## src/verilog/privPkg.sv

```systemverilog
/* Privilege modes, satp mode encoding, status bits and access kinds
   Used by the TLBs to decide whether and how a lookup is checked */
package privPkg;

  ////////////////////////////////////////
  // Privilege
  ////////////////////////////////////////

  typedef logic [1:0] privModeT;

  localparam privModeT userMode       = 2'b00;
  localparam privModeT supervisorMode = 2'b01;
  localparam privModeT machineMode    = 2'b11;

  // Value of satp bit 31 that turns Sv32 paging on
  // Zero leaves the hart in bare mode without translation
  localparam logic satpModeSv32 = 1'b1;

  // The mstatus fields that change how data accesses are checked
  typedef struct packed {
    logic     mxr;
    logic     sum;
    logic     mprv;
    privModeT mpp;
  } statusT;

  ////////////////////////////////////////
  // Access kinds
  ////////////////////////////////////////

  // An instruction fetch is presented as a read
  typedef struct packed {
    logic read;
    logic write;
  } accessT;

endpackage

```

## src/verilog/sv32Pkg.sv

```systemverilog
/* Sv32 address, page number and page table entry formats shared by the TLB blocks
   Also fixes the number of TLB entries and the request and result records */
package sv32Pkg;

  ////////////////////////////////////////
  // Sizes
  ////////////////////////////////////////

  // Each TLB holds this many fully associative entries
  localparam int tlbEntries = 8;
  localparam int tlbIndexBits = 3;

  // Sv32 produces a 34 bit physical address from a 32 bit virtual one
  localparam int paBits = 34;

  ////////////////////////////////////////
  // Address and entry formats
  ////////////////////////////////////////

  // Virtual page number split into its two table levels
  typedef struct packed {
    logic [9:0] vpn1;
    logic [9:0] vpn0;
  } vpnT;

  // Physical page number, whose upper segment is wider than in the virtual one
  typedef struct packed {
    logic [11:0] ppn1;
    logic [9:0]  ppn0;
  } ppnT;

  // A zero page type is a 4 KiB page and a one is a 4 MiB megapage
  typedef logic pageTypeT;
  localparam pageTypeT kiloPage = 1'b0;
  localparam pageTypeT megaPage = 1'b1;

  // Leaf page table entry as it sits in memory
  typedef struct packed {
    ppnT        ppn;
    logic [1:0] rsw;
    logic       d;
    logic       a;
    logic       g;
    logic       u;
    logic       x;
    logic       w;
    logic       r;
    logic       v;
  } pteT;

  // New entry handed in by the walker, together with the level it was found at
  typedef struct packed {
    pteT      pte;
    pageTypeT pageType;
  } tlbWriteT;

  // Everything a lookup reports back to the pipeline
  typedef struct packed {
    logic [paBits-1:0] physicalAddress;
    logic              hit;
    logic              miss;
    logic              pageFault;
  } tlbResultT;

endpackage
```

## src/verilog/tlbTop.sv

```systemverilog
/* Instruction and data TLB pair sharing satp, status, privilege, fill data and flush
   Each side takes its own address, access and fill strobe and returns its own result */
`timescale 1ns/1ps

module tlbTop (
  input  logic               clk,
  input  logic               rstN,
  input  logic [31:0]        satp,
  input  privPkg::statusT    status,
  input  privPkg::privModeT  privilegeMode,
  input  logic               disableTranslation,
  input  sv32Pkg::tlbWriteT  pteWrite,
  input  logic               tlbFlush,
  input  logic [31:0]        instrAddress,
  input  logic               instrFetch,
  input  logic               itlbWrite,
  input  logic [31:0]        dataAddress,
  input  privPkg::accessT    dataAccess,
  input  logic               dtlbWrite,
  output sv32Pkg::tlbResultT instrResult,
  output sv32Pkg::tlbResultT dataResult
);
  import privPkg::*;

  // A fetch looks like a read and never a write
  accessT instrAccess;

  assign instrAccess.read  = instrFetch;
  assign instrAccess.write = 1'b0;

  ////////////////////////////////////////
  // Instruction side
  ////////////////////////////////////////

  tlb #(.itlb(1)) instrTlb (
    .clk                (clk),
    .rstN               (rstN),
    .satp               (satp),
    .status             (status),
    .privilegeMode      (privilegeMode),
    .disableTranslation (disableTranslation),
    .virtualAddress     (instrAddress),
    .access             (instrAccess),
    .tlbWrite           (itlbWrite),
    .pteWrite           (pteWrite),
    .flush              (tlbFlush),
    .result             (instrResult)
  );

  ////////////////////////////////////////
  // Data side
  ////////////////////////////////////////

  tlb #(.itlb(0)) dataTlb (
    .clk                (clk),
    .rstN               (rstN),
    .satp               (satp),
    .status             (status),
    .privilegeMode      (privilegeMode),
    .disableTranslation (disableTranslation),
    .virtualAddress     (dataAddress),
    .access             (dataAccess),
    .tlbWrite           (dtlbWrite),
    .pteWrite           (pteWrite),
    .flush              (tlbFlush),
    .result             (dataResult)
  );

endmodule

```

## src/verilog/tlb.sv

```systemverilog
/* One Sv32 TLB with combinational lookup, permission checks and superpage mixing
   Set itlb to 1 for instruction fetches and to 0 for loads and stores */
`timescale 1ns/1ps

module tlb #(
  parameter int itlb = 0
) (
  input  logic               clk,
  input  logic               rstN,
  input  logic [31:0]        satp,
  input  privPkg::statusT    status,
  input  privPkg::privModeT  privilegeMode,
  input  logic               disableTranslation,
  input  logic [31:0]        virtualAddress,
  input  privPkg::accessT    access,
  input  logic               tlbWrite,
  input  sv32Pkg::tlbWriteT  pteWrite,
  input  logic               flush,
  output sv32Pkg::tlbResultT result
);
  import sv32Pkg::*;
  import privPkg::*;

  logic                    translate;
  logic                    anyAccess;
  logic                    hit;
  privModeT                effectiveMode;
  vpnT                     vpn;
  logic [11:0]             pageOffset;
  logic [tlbIndexBits-1:0] writeIndex;
  logic [tlbEntries-1:0]   writeMask;
  logic [tlbEntries-1:0]   validLines;
  logic [tlbEntries-1:0]   matchLines;
  pageTypeT                hitPageType;
  pteT                     matchedPte;
  ppnT                     mixedPpn;
  logic                    permissionFault;

  assign vpn        = virtualAddress[31:12];
  assign pageOffset = virtualAddress[11:0];
  assign anyAccess  = access.read | access.write;

  // Paging applies only in Sv32 mode below machine level
  assign translate = (satp[31] == satpModeSv32) && (effectiveMode != machineMode)
                   && !disableTranslation;

  // Fills go to the entry picked by the replacement policy
  assign writeMask = ({{(tlbEntries-1){1'b0}}, tlbWrite} << writeIndex);

  ////////////////////////////////////////
  // Storage and replacement
  ////////////////////////////////////////

  tlbCam cam (
    .clk           (clk),
    .rstN          (rstN),
    .vpn           (vpn),
    .writeMask     (writeMask),
    .writePageType (pteWrite.pageType),
    .flush         (flush),
    .valid         (validLines),
    .matchLines    (matchLines),
    .hitPageType   (hitPageType)
  );

  tlbRam ram (
    .clk        (clk),
    .rstN       (rstN),
    .writeMask  (writeMask),
    .writePte   (pteWrite.pte),
    .matchLines (matchLines),
    .matchedPte (matchedPte)
  );

  // A match only counts as a use when something is actually accessed
  tlbLru lru (
    .clk        (clk),
    .rstN       (rstN),
    .usedLines  (matchLines & {tlbEntries{anyAccess}}),
    .write      (tlbWrite),
    .valid      (validLines),
    .writeIndex (writeIndex)
  );

  ////////////////////////////////////////
  // Permission checks
  ////////////////////////////////////////

  if (itlb == 1) begin : gInstrCheck
    // Fetches always run at the current privilege, MPRV has no effect
    assign effectiveMode = privilegeMode;
    // User code runs only from u pages and supervisor code never does
    assign permissionFault = ((effectiveMode == userMode) && !matchedPte.u)
                          || ((effectiveMode == supervisorMode) && matchedPte.u)
                          || !matchedPte.x;
  end else begin : gDataCheck
    logic improperPrivilege;
    logic invalidRead;
    logic invalidWrite;

    // With MPRV set, loads and stores are checked at the MPP level
    assign effectiveMode = status.mprv ? status.mpp : privilegeMode;
    assign improperPrivilege = ((effectiveMode == userMode) && !matchedPte.u)
                            || ((effectiveMode == supervisorMode) && matchedPte.u && !status.sum);
    // MXR lets an executable page be read even without its r bit
    assign invalidRead  = access.read && !matchedPte.r && !(status.mxr && matchedPte.x);
    assign invalidWrite = access.write && !matchedPte.w;
    assign permissionFault = improperPrivilege || invalidRead || invalidWrite;
  end

  ////////////////////////////////////////
  // Result
  ////////////////////////////////////////

  // A megapage keeps the lower virtual segment as part of its offset
  assign mixedPpn.ppn1 = matchedPte.ppn.ppn1;
  assign mixedPpn.ppn0 = (hitPageType == megaPage) ? vpn.vpn0 : matchedPte.ppn.ppn0;

  assign hit = (|matchLines) && anyAccess;

  // Translating without a hit gives zero so a bad address is easy to spot
  assign result.physicalAddress = !translate ? {2'b00, virtualAddress}
                                : hit        ? {mixedPpn, pageOffset}
                                :              '0;
  assign result.hit  = hit;
  // No miss is raised while the entries are being flushed
  assign result.miss = !hit && !flush && translate && anyAccess;
  assign result.pageFault = translate && hit && permissionFault;

endmodule

```

## src/verilog/tlbLru.sv

```systemverilog
/* Not-recently-used replacement for one TLB
   Tracks a used bit per entry and names the entry the next fill replaces */
`timescale 1ns/1ps

module tlbLru (
  input  logic                             clk,
  input  logic                             rstN,
  input  logic [sv32Pkg::tlbEntries-1:0]   usedLines,
  input  logic                             write,
  input  logic [sv32Pkg::tlbEntries-1:0]   valid,
  output logic [sv32Pkg::tlbIndexBits-1:0] writeIndex
);
  import sv32Pkg::*;

  logic [tlbEntries-1:0] usedBits;
  logic [tlbEntries-1:0] touchedLines;
  logic [tlbEntries-1:0] usedNext;

  // Entries touched this cycle are the hit entry and the one being filled
  assign touchedLines = usedLines | ({{(tlbEntries-1){1'b0}}, write} << writeIndex);

  // Once every bit would be set, only this cycle's entries stay marked
  always_comb begin
    usedNext = usedBits | touchedLines;
    if (&usedNext) begin
      usedNext = touchedLines;
    end
  end

  always_ff @(posedge clk or negedge rstN) begin
    if (!rstN) begin
      usedBits <= '0;
    end else begin
      usedBits <= usedNext;
    end
  end

  ////////////////////////////////////////
  // Victim choice
  ////////////////////////////////////////

  // Scanning downwards leaves the lowest candidate in writeIndex
  // An empty entry is preferred over any unused valid one
  always_comb begin
    writeIndex = '0;
    for (int i = tlbEntries - 1; i >= 0; i--) begin
      if (!usedBits[i]) writeIndex = tlbIndexBits'(i);
    end
    for (int i = tlbEntries - 1; i >= 0; i--) begin
      if (!valid[i]) writeIndex = tlbIndexBits'(i);
    end
  end

endmodule

```

## src/verilog/tlbRam.sv

```systemverilog
/* PTE side of a TLB with one stored entry per tag
   Returns the PTE of whichever entry the tag side matched */
`timescale 1ns/1ps

module tlbRam (
  input  logic                           clk,
  input  logic                           rstN,
  input  logic [sv32Pkg::tlbEntries-1:0] writeMask,
  input  sv32Pkg::pteT                   writePte,
  input  logic [sv32Pkg::tlbEntries-1:0] matchLines,
  output sv32Pkg::pteT                   matchedPte
);
  import sv32Pkg::*;

  pteT pteStore [tlbEntries];

  // Each fill writes the PTE into the entry chosen by the write mask
  always_ff @(posedge clk or negedge rstN) begin
    if (!rstN) begin
      for (int i = 0; i < tlbEntries; i++) begin
        pteStore[i] <= '0;
      end
    end else begin
      for (int i = 0; i < tlbEntries; i++) begin
        if (writeMask[i]) begin
          pteStore[i] <= writePte;
        end
      end
    end
  end

  ////////////////////////////////////////
  // Read out
  ////////////////////////////////////////

  // AND-OR mux driven directly by the one-hot match lines
  // With no match the result stays all zero
  always_comb begin
    matchedPte = '0;
    for (int i = 0; i < tlbEntries; i++) begin
      matchedPte = matchedPte | (pteStore[i] & {$bits(pteT){matchLines[i]}});
    end
  end

endmodule

```

## src/verilog/tlbCam.sv

```systemverilog
/* Tag side of a TLB holding valid bits, virtual page tags and page types
   Produces one-hot match lines for the current virtual page number */
`timescale 1ns/1ps

module tlbCam (
  input  logic                           clk,
  input  logic                           rstN,
  input  sv32Pkg::vpnT                   vpn,
  input  logic [sv32Pkg::tlbEntries-1:0] writeMask,
  input  sv32Pkg::pageTypeT              writePageType,
  input  logic                           flush,
  output logic [sv32Pkg::tlbEntries-1:0] valid,
  output logic [sv32Pkg::tlbEntries-1:0] matchLines,
  output sv32Pkg::pageTypeT              hitPageType
);
  import sv32Pkg::*;

  // Tag and page size of every entry
  vpnT      tagStore  [tlbEntries];
  pageTypeT typeStore [tlbEntries];

  ////////////////////////////////////////
  // Valid bits
  ////////////////////////////////////////

  // A flush empties the whole TLB and wins over a write in the same cycle
  always_ff @(posedge clk or negedge rstN) begin
    if (!rstN) begin
      valid <= '0;
    end else if (flush) begin
      valid <= '0;
    end else begin
      valid <= valid | writeMask;
    end
  end

  ////////////////////////////////////////
  // Tag store
  ////////////////////////////////////////

  // The tag is the page the requester is still holding when the fill arrives
  always_ff @(posedge clk) begin
    for (int i = 0; i < tlbEntries; i++) begin
      if (writeMask[i]) begin
        tagStore[i]  <= vpn;
        typeStore[i] <= writePageType;
      end
    end
  end

  ////////////////////////////////////////
  // Match lines
  ////////////////////////////////////////

  always_comb begin
    matchLines  = '0;
    hitPageType = kiloPage;
    for (int i = 0; i < tlbEntries; i++) begin
      // The upper segment must always agree
      // The lower segment only counts for 4 KiB pages
      matchLines[i] = valid[i]
                    && (tagStore[i].vpn1 == vpn.vpn1)
                    && ((typeStore[i] != kiloPage) || (tagStore[i].vpn0 == vpn.vpn0));
      // Only one entry should match, so an OR picks its page type
      hitPageType = hitPageType | (matchLines[i] & typeStore[i]);
    end
  end

endmodule

```

## config.mk

```make
export PLATFORM = sky130hd
export DESIGN_NAME = tlbTop
export DESIGN_NICKNAME = d
export VERILOG_FILES = /design/src/verilog/privPkg.sv /design/src/verilog/sv32Pkg.sv /design/src/verilog/tlbTop.sv /design/src/verilog/tlb.sv /design/src/verilog/tlbLru.sv /design/src/verilog/tlbRam.sv /design/src/verilog/tlbCam.sv
export SDC_FILE = /design/constraint.sdc
export NUM_CORES = 1
export LEC_CHECK = 0
export ABC_AREA = 1
export BUFFER_PORTS_ARGS = -buffer_cell sky130_fd_sc_hd__buf_2
export CAP_MARGIN = 0
export CORE_UTILIZATION = 51
export CTS_CLUSTER_SIZE = 16
export DETAILED_ROUTE_END_ITERATION = 16
export GPL_ROUTABILITY_DRIVEN = 1
export GPL_TIMING_DRIVEN = 0
export HOLD_SLACK_MARGIN = 0.1
export PLACE_DENSITY = 0.71
export SLEW_MARGIN = 5
export SYNTH_ARGS = -nofsm -noshare
export SYNTH_HDL_FRONTEND = slang
export SYNTH_HIERARCHICAL = 1
export SYNTH_SLANG_ARGS = --single-unit
```

## constraint.sdc

```tcl
create_clock -name clk -period 4.5 [get_ports clk]
set_input_delay 0 -clock clk [delete_from_list [all_inputs] [get_ports clk]]
set_output_delay 0 -clock clk [all_outputs]
set_load 0.02 [all_outputs]
```

==> results of run 1 <==
==> sequential cells by signal, indices dropped and copies added (netlist names) <==
register                count
dataTlb/cam/tagStore      160
dataTlb/cam/typeStore       8
dataTlb/cam/valid           8
dataTlb/lru/usedBits        8
dataTlb/ram/pteStore      208
instrTlb/cam/tagStore     160
instrTlb/cam/typeStore      8
instrTlb/cam/valid          8
instrTlb/lru/usedBits       8
instrTlb/ram/pteStore     192
==> critical path: cells and delay by family <==
kind | cells | cell delay [ns]
buffers and inverters | 7 | 1.74
AO/OA/AOI/OAI | 3 | 1.19
AND/OR/NAND/NOR | 9 | 1.25
==> power breakdown <==
group	leakage (nW)	switching, mW	internal [mW]
registers	7.54	0.289	7.89
clock network	1.40	2.92	4.23
logic	13.4	1.04	0.537
==> per-stage QoR <==
stage,total power [mW],hold slack (ns),area [µm²],TNS [ns]
after floorplan,9.18,-0.296,39300,0
after global placement,9.70,0.306,41400,-2748.16
after detailed placement,9.78,0.0474,41900,0
after CTS,17.0,0.128,45500,0
after global routing,17.5,0.250,45500,0
final,16.9,0.162,45500,0
==> final timing paths <==
kind | start | end | cells past startpoint
min in group asynchronous | rstN | dataTlb/cam/valid[6]$_DFF_PN0_ | 4
setup / recovery | instrAddress[27] | instrResult[21] | 19
max in group asynchronous | rstN | instrTlb/ram/pteStore[89]$_DFFE_PN0P_ | 5
hold / removal | dataAccess[1] | dataTlb/lru/usedBits[5]$_DFF_PN0_ | 8
hold reg to reg | instrTlb/ram/pteStore[126]$_DFFE_PN0P_ | instrTlb/ram/pteStore[126]$_DFFE_PN0P_ | 2
setup reg to reg | instrTlb/lru/usedBits[0]$_DFF_PN0_ | instrTlb/ram/pteStore[79]$_DFFE_PN0P_ | 13
==> cell type report <==
| class | instances | share of cell area |
|---|---|---|
| diodes | 3 | 0.000165 |
| plain buffers | 272 | 0.0402 |
| clock buffers | 109 | 0.0502 |
| clock inverters | 44 | 0.0125 |
| inverters | 751 | 0.0619 |
| multi-input cells | 3066 | 0.304 |
| flip-flops and latches | 768 | 0.459 |
| well taps | 1030 | 0.0283 |
| repair buffers | 257 | 0.0431 |
==> layer usage <==
metal / wire length, µm / GRT usage / share of wire
met1: 49500 / 0.409 / 0.43
met5: 65 / 0 / 0.00057
met4: 3160 / 0.0936 / 0.028
met2: 52200 / 0.464 / 0.46
met3: 9130 / 0.0535 / 0.080
==> layout by cell type, fill, tap and decap left out, types with 18 or more instances in the layout <==
| cell | instances |
|---|---|
| nor2_1 | 304 |
| buf_6 | 53 |
| nand2_2 | 18 |
| a21oi_1 | 34 |
| or2_2 | 53 |
| dlygate4sd3_1 | 73 |
| inv_1 | 734 |
| nor2_2 | 22 |
| dfrtp_1 | 432 |
| xnor2_1 | 69 |
| nor3_1 | 24 |
| nand2_1 | 1749 |
| xor2_1 | 36 |
| buf_4 | 91 |
| o21ai_1 | 404 |
| clkbuf_1 | 69 |
| buf_2 | 241 |
| nand4_1 | 98 |
| edfxtp_1 | 336 |
| nand3_1 | 131 |
| clkbuf_16 | 83 |
| o21ai_0 | 34 |
==> results by group, run 1 <==
Finish
  • Reg area: 0.0209 mm²
  • Fillcell total: 6,721
  • Final net count: 5,344
  • Area growth from synthesis to layout: 15.7%
  • Layout cells sized above 1: 0.131
  • Final core occ: 0.598
  • Layout Cells excl Fill: 6,300
  • Multi-input gate area: 0.0139 mm²

Global route
  • Pin count of the biggest net entering global routing: 111
  • First-pass GRT wire length: 177 mm
  • Total GRT Usage: 0.293
  • Total grt overflow: 0
  • Initial antenna violation count: 7
  • Vias in the first global route: 31,076

Worst setup path
  • Worst EP arrival: 4.21 ns
  • CP Capture Type: output port
  • Largest fanout on the critical path: 10
  • Most frequent CP cell: nand2_1
  • Startpoint Class: input port
  • Crit Path Category: in2out
  • Slowest cell delay on critical path: 0.94 ns
  • Critical path required time: 4.50 ns
  • CP max stage cell: a21oi_1
  • R2r setup slk: 1.26 ns
  • Crit-path cells: dlygate4sd3_1 -> buf_2 -> clkbuf_8 -> inv_2 -> nand2_1 -> o21ai_0 -> nor3_1 -> nand3_1 -> a21oi_1 -> buf_6 -> nand2_1 -> nand2_1 -> nor2_1 -> nand2_1 -> inv_1 -> o21ai_0 -> nand4_1 -> nand2_1 -> buf_2

Timing
  • Fin crit share: 0.935
  • Fmax: 238 MHz
  • Clk_skew: 0.0454 ns
  • Max-slew violations: 0
  • Final worst-path setup slack: 0.295 ns
  • Rel. slew slack: 0.200
  • # setup viols final: 0
  • Hold Fails Final Rpt: 0
  • Slew @ Worst Pin: 1.20 ns
  • Fin crit period: 4.21 ns
  • Unrepaired setup endpoints after global routing: false

Power and ir drop
  • Leak Pwr: 22.3 nW
  • Max VDD drop: 0.284 mV
  • Pwr dens: 371 mW/mm²

Floorplan
  • Die height: 280 µm
  • Row cnt: 101
  • Initial Util: 0.517
  • CORE AREA: 0.0761 mm²
  • Chip width: 280 µm
  • Num ports: 219
  • Total Die Area: 0.0782 mm²

Place
  • Routability congestion estimate: 0.929
  • Place WS: 1.00 ns
  • Placed cell count: 6,070
  • Port bufs: 155
  • Post-detail-place hpwl: 80.8 mm

CTS
  • CTS tree: built
  • Inserted Clock Buffers: 83
  • Post-CTS setup repair buffer count: 0
  • H-tree levels: 3
  • Post-cts resize count: 0
  • Clk_lat worst skew: 0.64 ns
  • Clk slew on worst S/H paths: 0.07 ns
  • CTS Sinks: 768
  • CTS Root Cell: clkbuf_16
  • Clk buf depth: 3
  • Hold_buf cts: 74

Synth
  • Syn Inst Count: 4,857
  • Synth Warn #: 6
  • Synthesized area: 0.0393 mm²
  • Syn_nets: 5,002
  • Mean Syn Cell Area: 8.10 µm²

Drt
  • Via Count: 32,491
  • ANT nets after route: 0
  • Drt total wl: 114 mm
  • Post-route DRC violation count: 0
  • Pre-Repair DR Iteration Count: 6
  • DRT iter0 DRCs: 2,908
  • Per-cell routed wire length: 18.1 µm
  • Vias/cell: 5.16

Status
  • Status: completed

Worst hold path
  • Hold WC Path Type: in2reg

Run
  • Max-cap violations: 0
No activity file was read; power rests on OpenSTA's default activity.
==> run 2: changes to the inputs <==
--- a/config.mk
+++ b/config.mk
@@ -8,13 +8,12 @@
 export ABC_AREA = 1
 export BUFFER_PORTS_ARGS = -buffer_cell sky130_fd_sc_hd__buf_2
 export CAP_MARGIN = 0
-export CORE_UTILIZATION = 51
+export CORE_UTILIZATION = 30
 export CTS_CLUSTER_SIZE = 16
 export DETAILED_ROUTE_END_ITERATION = 16
 export GPL_ROUTABILITY_DRIVEN = 1
 export GPL_TIMING_DRIVEN = 0
 export HOLD_SLACK_MARGIN = 0.1
-export PLACE_DENSITY = 0.71
 export SLEW_MARGIN = 5
 export SYNTH_ARGS = -nofsm -noshare
 export SYNTH_HDL_FRONTEND = slang
==> run 2 against run 1 <==
Clock power fell by 3.1%; non-clock buffer count fell by 6; critical path depth rose by 1; first-iteration DRC count fell by 5.4%; die area rose by 69%; core utilization fell by 24 points; register-to-register slack got worse by 0.15 ns; final cell count rose by 11%; sequential power barely moved; critical path type unchanged; largest power group unchanged.
==> results by group, run 2 (synthesis results as in run 1) <==
Global route
  • Initial antenna violation count: 17
  • GRT met1 Usage: 0.245
  • Vias in the first global route: 30,331
  • Pin count of the biggest net entering global routing: 113
  • Top Usage Layer GRT: met2
  • First-pass GRT wire length: 183 mm
  • GR Util met3: 0.0226
  • Total GRT Usage: 0.180
  • Total grt overflow: 0
  • Routing usage on met2: 0.294

Place
  • Placed Area: 0.0427 mm²
  • Place WS: 0.721 ns
  • Post-detail-place hpwl: 85.2 mm
  • Port bufs: 155
  • Routability congestion estimate: 0.882

Timing
  • Clk_skew: 0.0277 ns
  • Fmax: 224 MHz
  • Final worst-path setup slack: 0.0353 ns
  • Unrepaired setup endpoints after global routing: false
  • Fin crit share: 0.992
  • Fin crit period: 4.46 ns
  • # setup viols final: 0
  • Rel. slew slack: 0.0888
  • Max-slew violations: 0
  • Slew @ Worst Pin: 1.37 ns
  • Hold Fails Final Rpt: 0

Finish
  • Largest register FFs: 208
  • Reg area: 0.0209 mm²
  • Final core occ: 0.356
  • Largest register by flop count: dataTlb/ram/pteStore
  • Most common library cell in the layout ignoring fill and taps: nand2_1
  • Commonest cells after routing, fill and taps aside: nand2_1, inv_1, dfrtp_1, o21ai_1, edfxtp_1
  • Largest registers: dataTlb/ram/pteStore: 208 flops, instrTlb/ram/pteStore: 192 flops
  • Layout cells sized above 1: 0.128
  • Fillcell total: 13,369
  • Post-route cell area: 0.0462 mm²
  • Area growth from synthesis to layout: 17.4%
  • Final net count: 5,335
  • Multi-input gate area: 0.0139 mm²

Worst setup path
  • Most frequent CP cell: nand2_1
  • Crit-path cells: dlygate4sd3_1 -> buf_2 -> buf_4 -> inv_2 -> buf_6 -> nand2_1 -> nand4_1 -> nor2_1 -> nand3b_1 -> a21oi_1 -> buf_2 -> nand2_1 -> nand2_1 -> nor2_1 -> nand2_1 -> inv_1 -> o21ai_0 -> nand4_1 -> nand2_1 -> buf_2
  • Crit Path Category: in2out
  • Buf+Inv Stages, Crit Path: 8
  • Largest fanout on the critical path: 10
  • CP Capture Type: output port
  • Worst path top cell family by delay: buffers and inverters
  • Slowest cell delay on critical path: 1.04 ns
  • Startpoint Class: input port
  • Worst EP arrival: 4.46 ns
  • CP max stage cell: a21oi_1
  • Critical path required time: 4.50 ns

Power and ir drop
  • Clock power share: 0.416
  • Switching Fraction: 0.254
  • Leak Pwr: 22.1 nW
  • Internal power: 12.4 mW
  • Seq pwr share: 0.490
  • Pwr dens: 361 mW/mm²
  • Pwr Total: 16.7 mW
  • Psw: 4.22 mW
  • Max VDD drop: 0.258 mV
  • Comb power frac: 0.094

Floorplan
  • Die height: 364 µm
  • CORE AREA: 0.130 mm²
  • Row cnt: 132
  • Chip width: 364 µm
  • Total Die Area: 0.133 mm²
  • Num ports: 219
  • Initial Util: 0.303

CTS
  • CTS tree: built
  • Clk buf depth: 3
  • Clk_lat worst skew: 0.68 ns
  • Clk slew on worst S/H paths: 0.06 ns
  • CTS Sinks: 768
  • Inserted Clock Buffers: 80
  • CTS Root Cell: clkbuf_16
  • Post-CTS setup repair buffer count: 0
  • H-tree levels: 3

Run
  • Max-cap violations: 0

Drt
  • Via Count: 31,952
  • Pre-Repair DR Iteration Count: 6
  • Per-cell routed wire length: 17.1 µm
  • DRT iter0 DRCs: 2,752
  • Vias/cell: 4.56
  • Drt total wl: 120 mm
  • ANT nets after route: 0
  • Post-route DRC violation count: 0

Worst hold path
  • Hold WC Path Type: in2reg

Status
  • Status: completed
## run 2: changes by cell type in the layout (fill, tap and decap cells not counted), sizes merged
cell | previous run | this run
buf | 400 | 393
clkinvlp | 2 | 7
clkbuf | 165 | 158
inv | 753 | 750
bufinv | 11 | 10
dlygate4sd3 | 73 | 74
diode | 3 | 9
clkinv | 29 | 24
## run 2: worst paths after layout
path / start / endpoint / slack (ns) / cells past startpoint
max reg2reg: instrTlb/lru/usedBits[3]$_DFF_PN0_ / instrTlb/ram/pteStore[107]$_DFFE_PN0P_ / 1.11 / 12
min in group asynchronous: rstN / dataTlb/ram/pteStore[97]$_DFFE_PN0P_ / 0.50 / 4
min: dataAccess[1] / dataTlb/lru/usedBits[5]$_DFF_PN0_ / 0.18 / 8
min reg2reg: instrTlb/ram/pteStore[209]$_DFFE_PN0P_ / instrTlb/ram/pteStore[209]$_DFFE_PN0P_ / 0.51 / 2
max: instrAddress[31] / instrResult[17] / 0.04 / 20
max in group asynchronous: rstN / dataTlb/ram/pteStore[234]$_DFFE_PN0P_ / 2.62 / 4
## run 2: timing repair
action	4_1_cts	5_1_grt
hold buffers	74	0
endpoints found under the hold margin	1148	0
endpoints found under the setup margin	0	3
resized for setup	0	1
## run 2: layout make-up
class | instances | area share
Timing Repair Buffer | 251 | 0.0393
Clock inverter | 40 | 0.0118
Multi-Input combinational cell | 3066 | 0.301
Sequential cell | 768 | 0.453
Buffer | 272 | 0.0396
Tap cell | 1742 | 0.0472
Inverter | 751 | 0.0611
Clock buffer | 102 | 0.0471
Antenna cell | 9 | 0.000488
## run 2: stage by stage
stage	hold WS, ns	cells	TNS [ns]
3_3_place_gp	0.307	6754	-2841.60
4_1_cts	0.146	6992	0
6_report	0.182	7001	0
3_5_place_dp	-0.131	6776	0
2_1_floorplan	-0.296	4857	0
5_1_grt	0.245	7000	0
## run 2: routing by layer
metal | wire, µm | up-vias
met2 | 55800 | 904
li1 | - | 15659
met4 | 3260 | 10
met1 | 53700 | 15203
met5 | 61 | -
met3 | 7170 | 176
## run 2: power groups by stage
stage	sequential (mW)	combinational (mW)	clock, mW
floorplan	8.23	0.945	0
global placement	8.29	1.43	0
detailed placement	8.30	1.49	0
CTS	8.16	1.57	7.08
global route	8.24	1.76	7.32
finish	8.17	1.56	6.93
## run 2: worst reg2reg max path, delay by kind of cell (launching register included)
family,cells,cell delay [ns]
compound gates,2,0.23
flops,1,0.34
simple gates,5,1.38
buf+inv,5,1.36
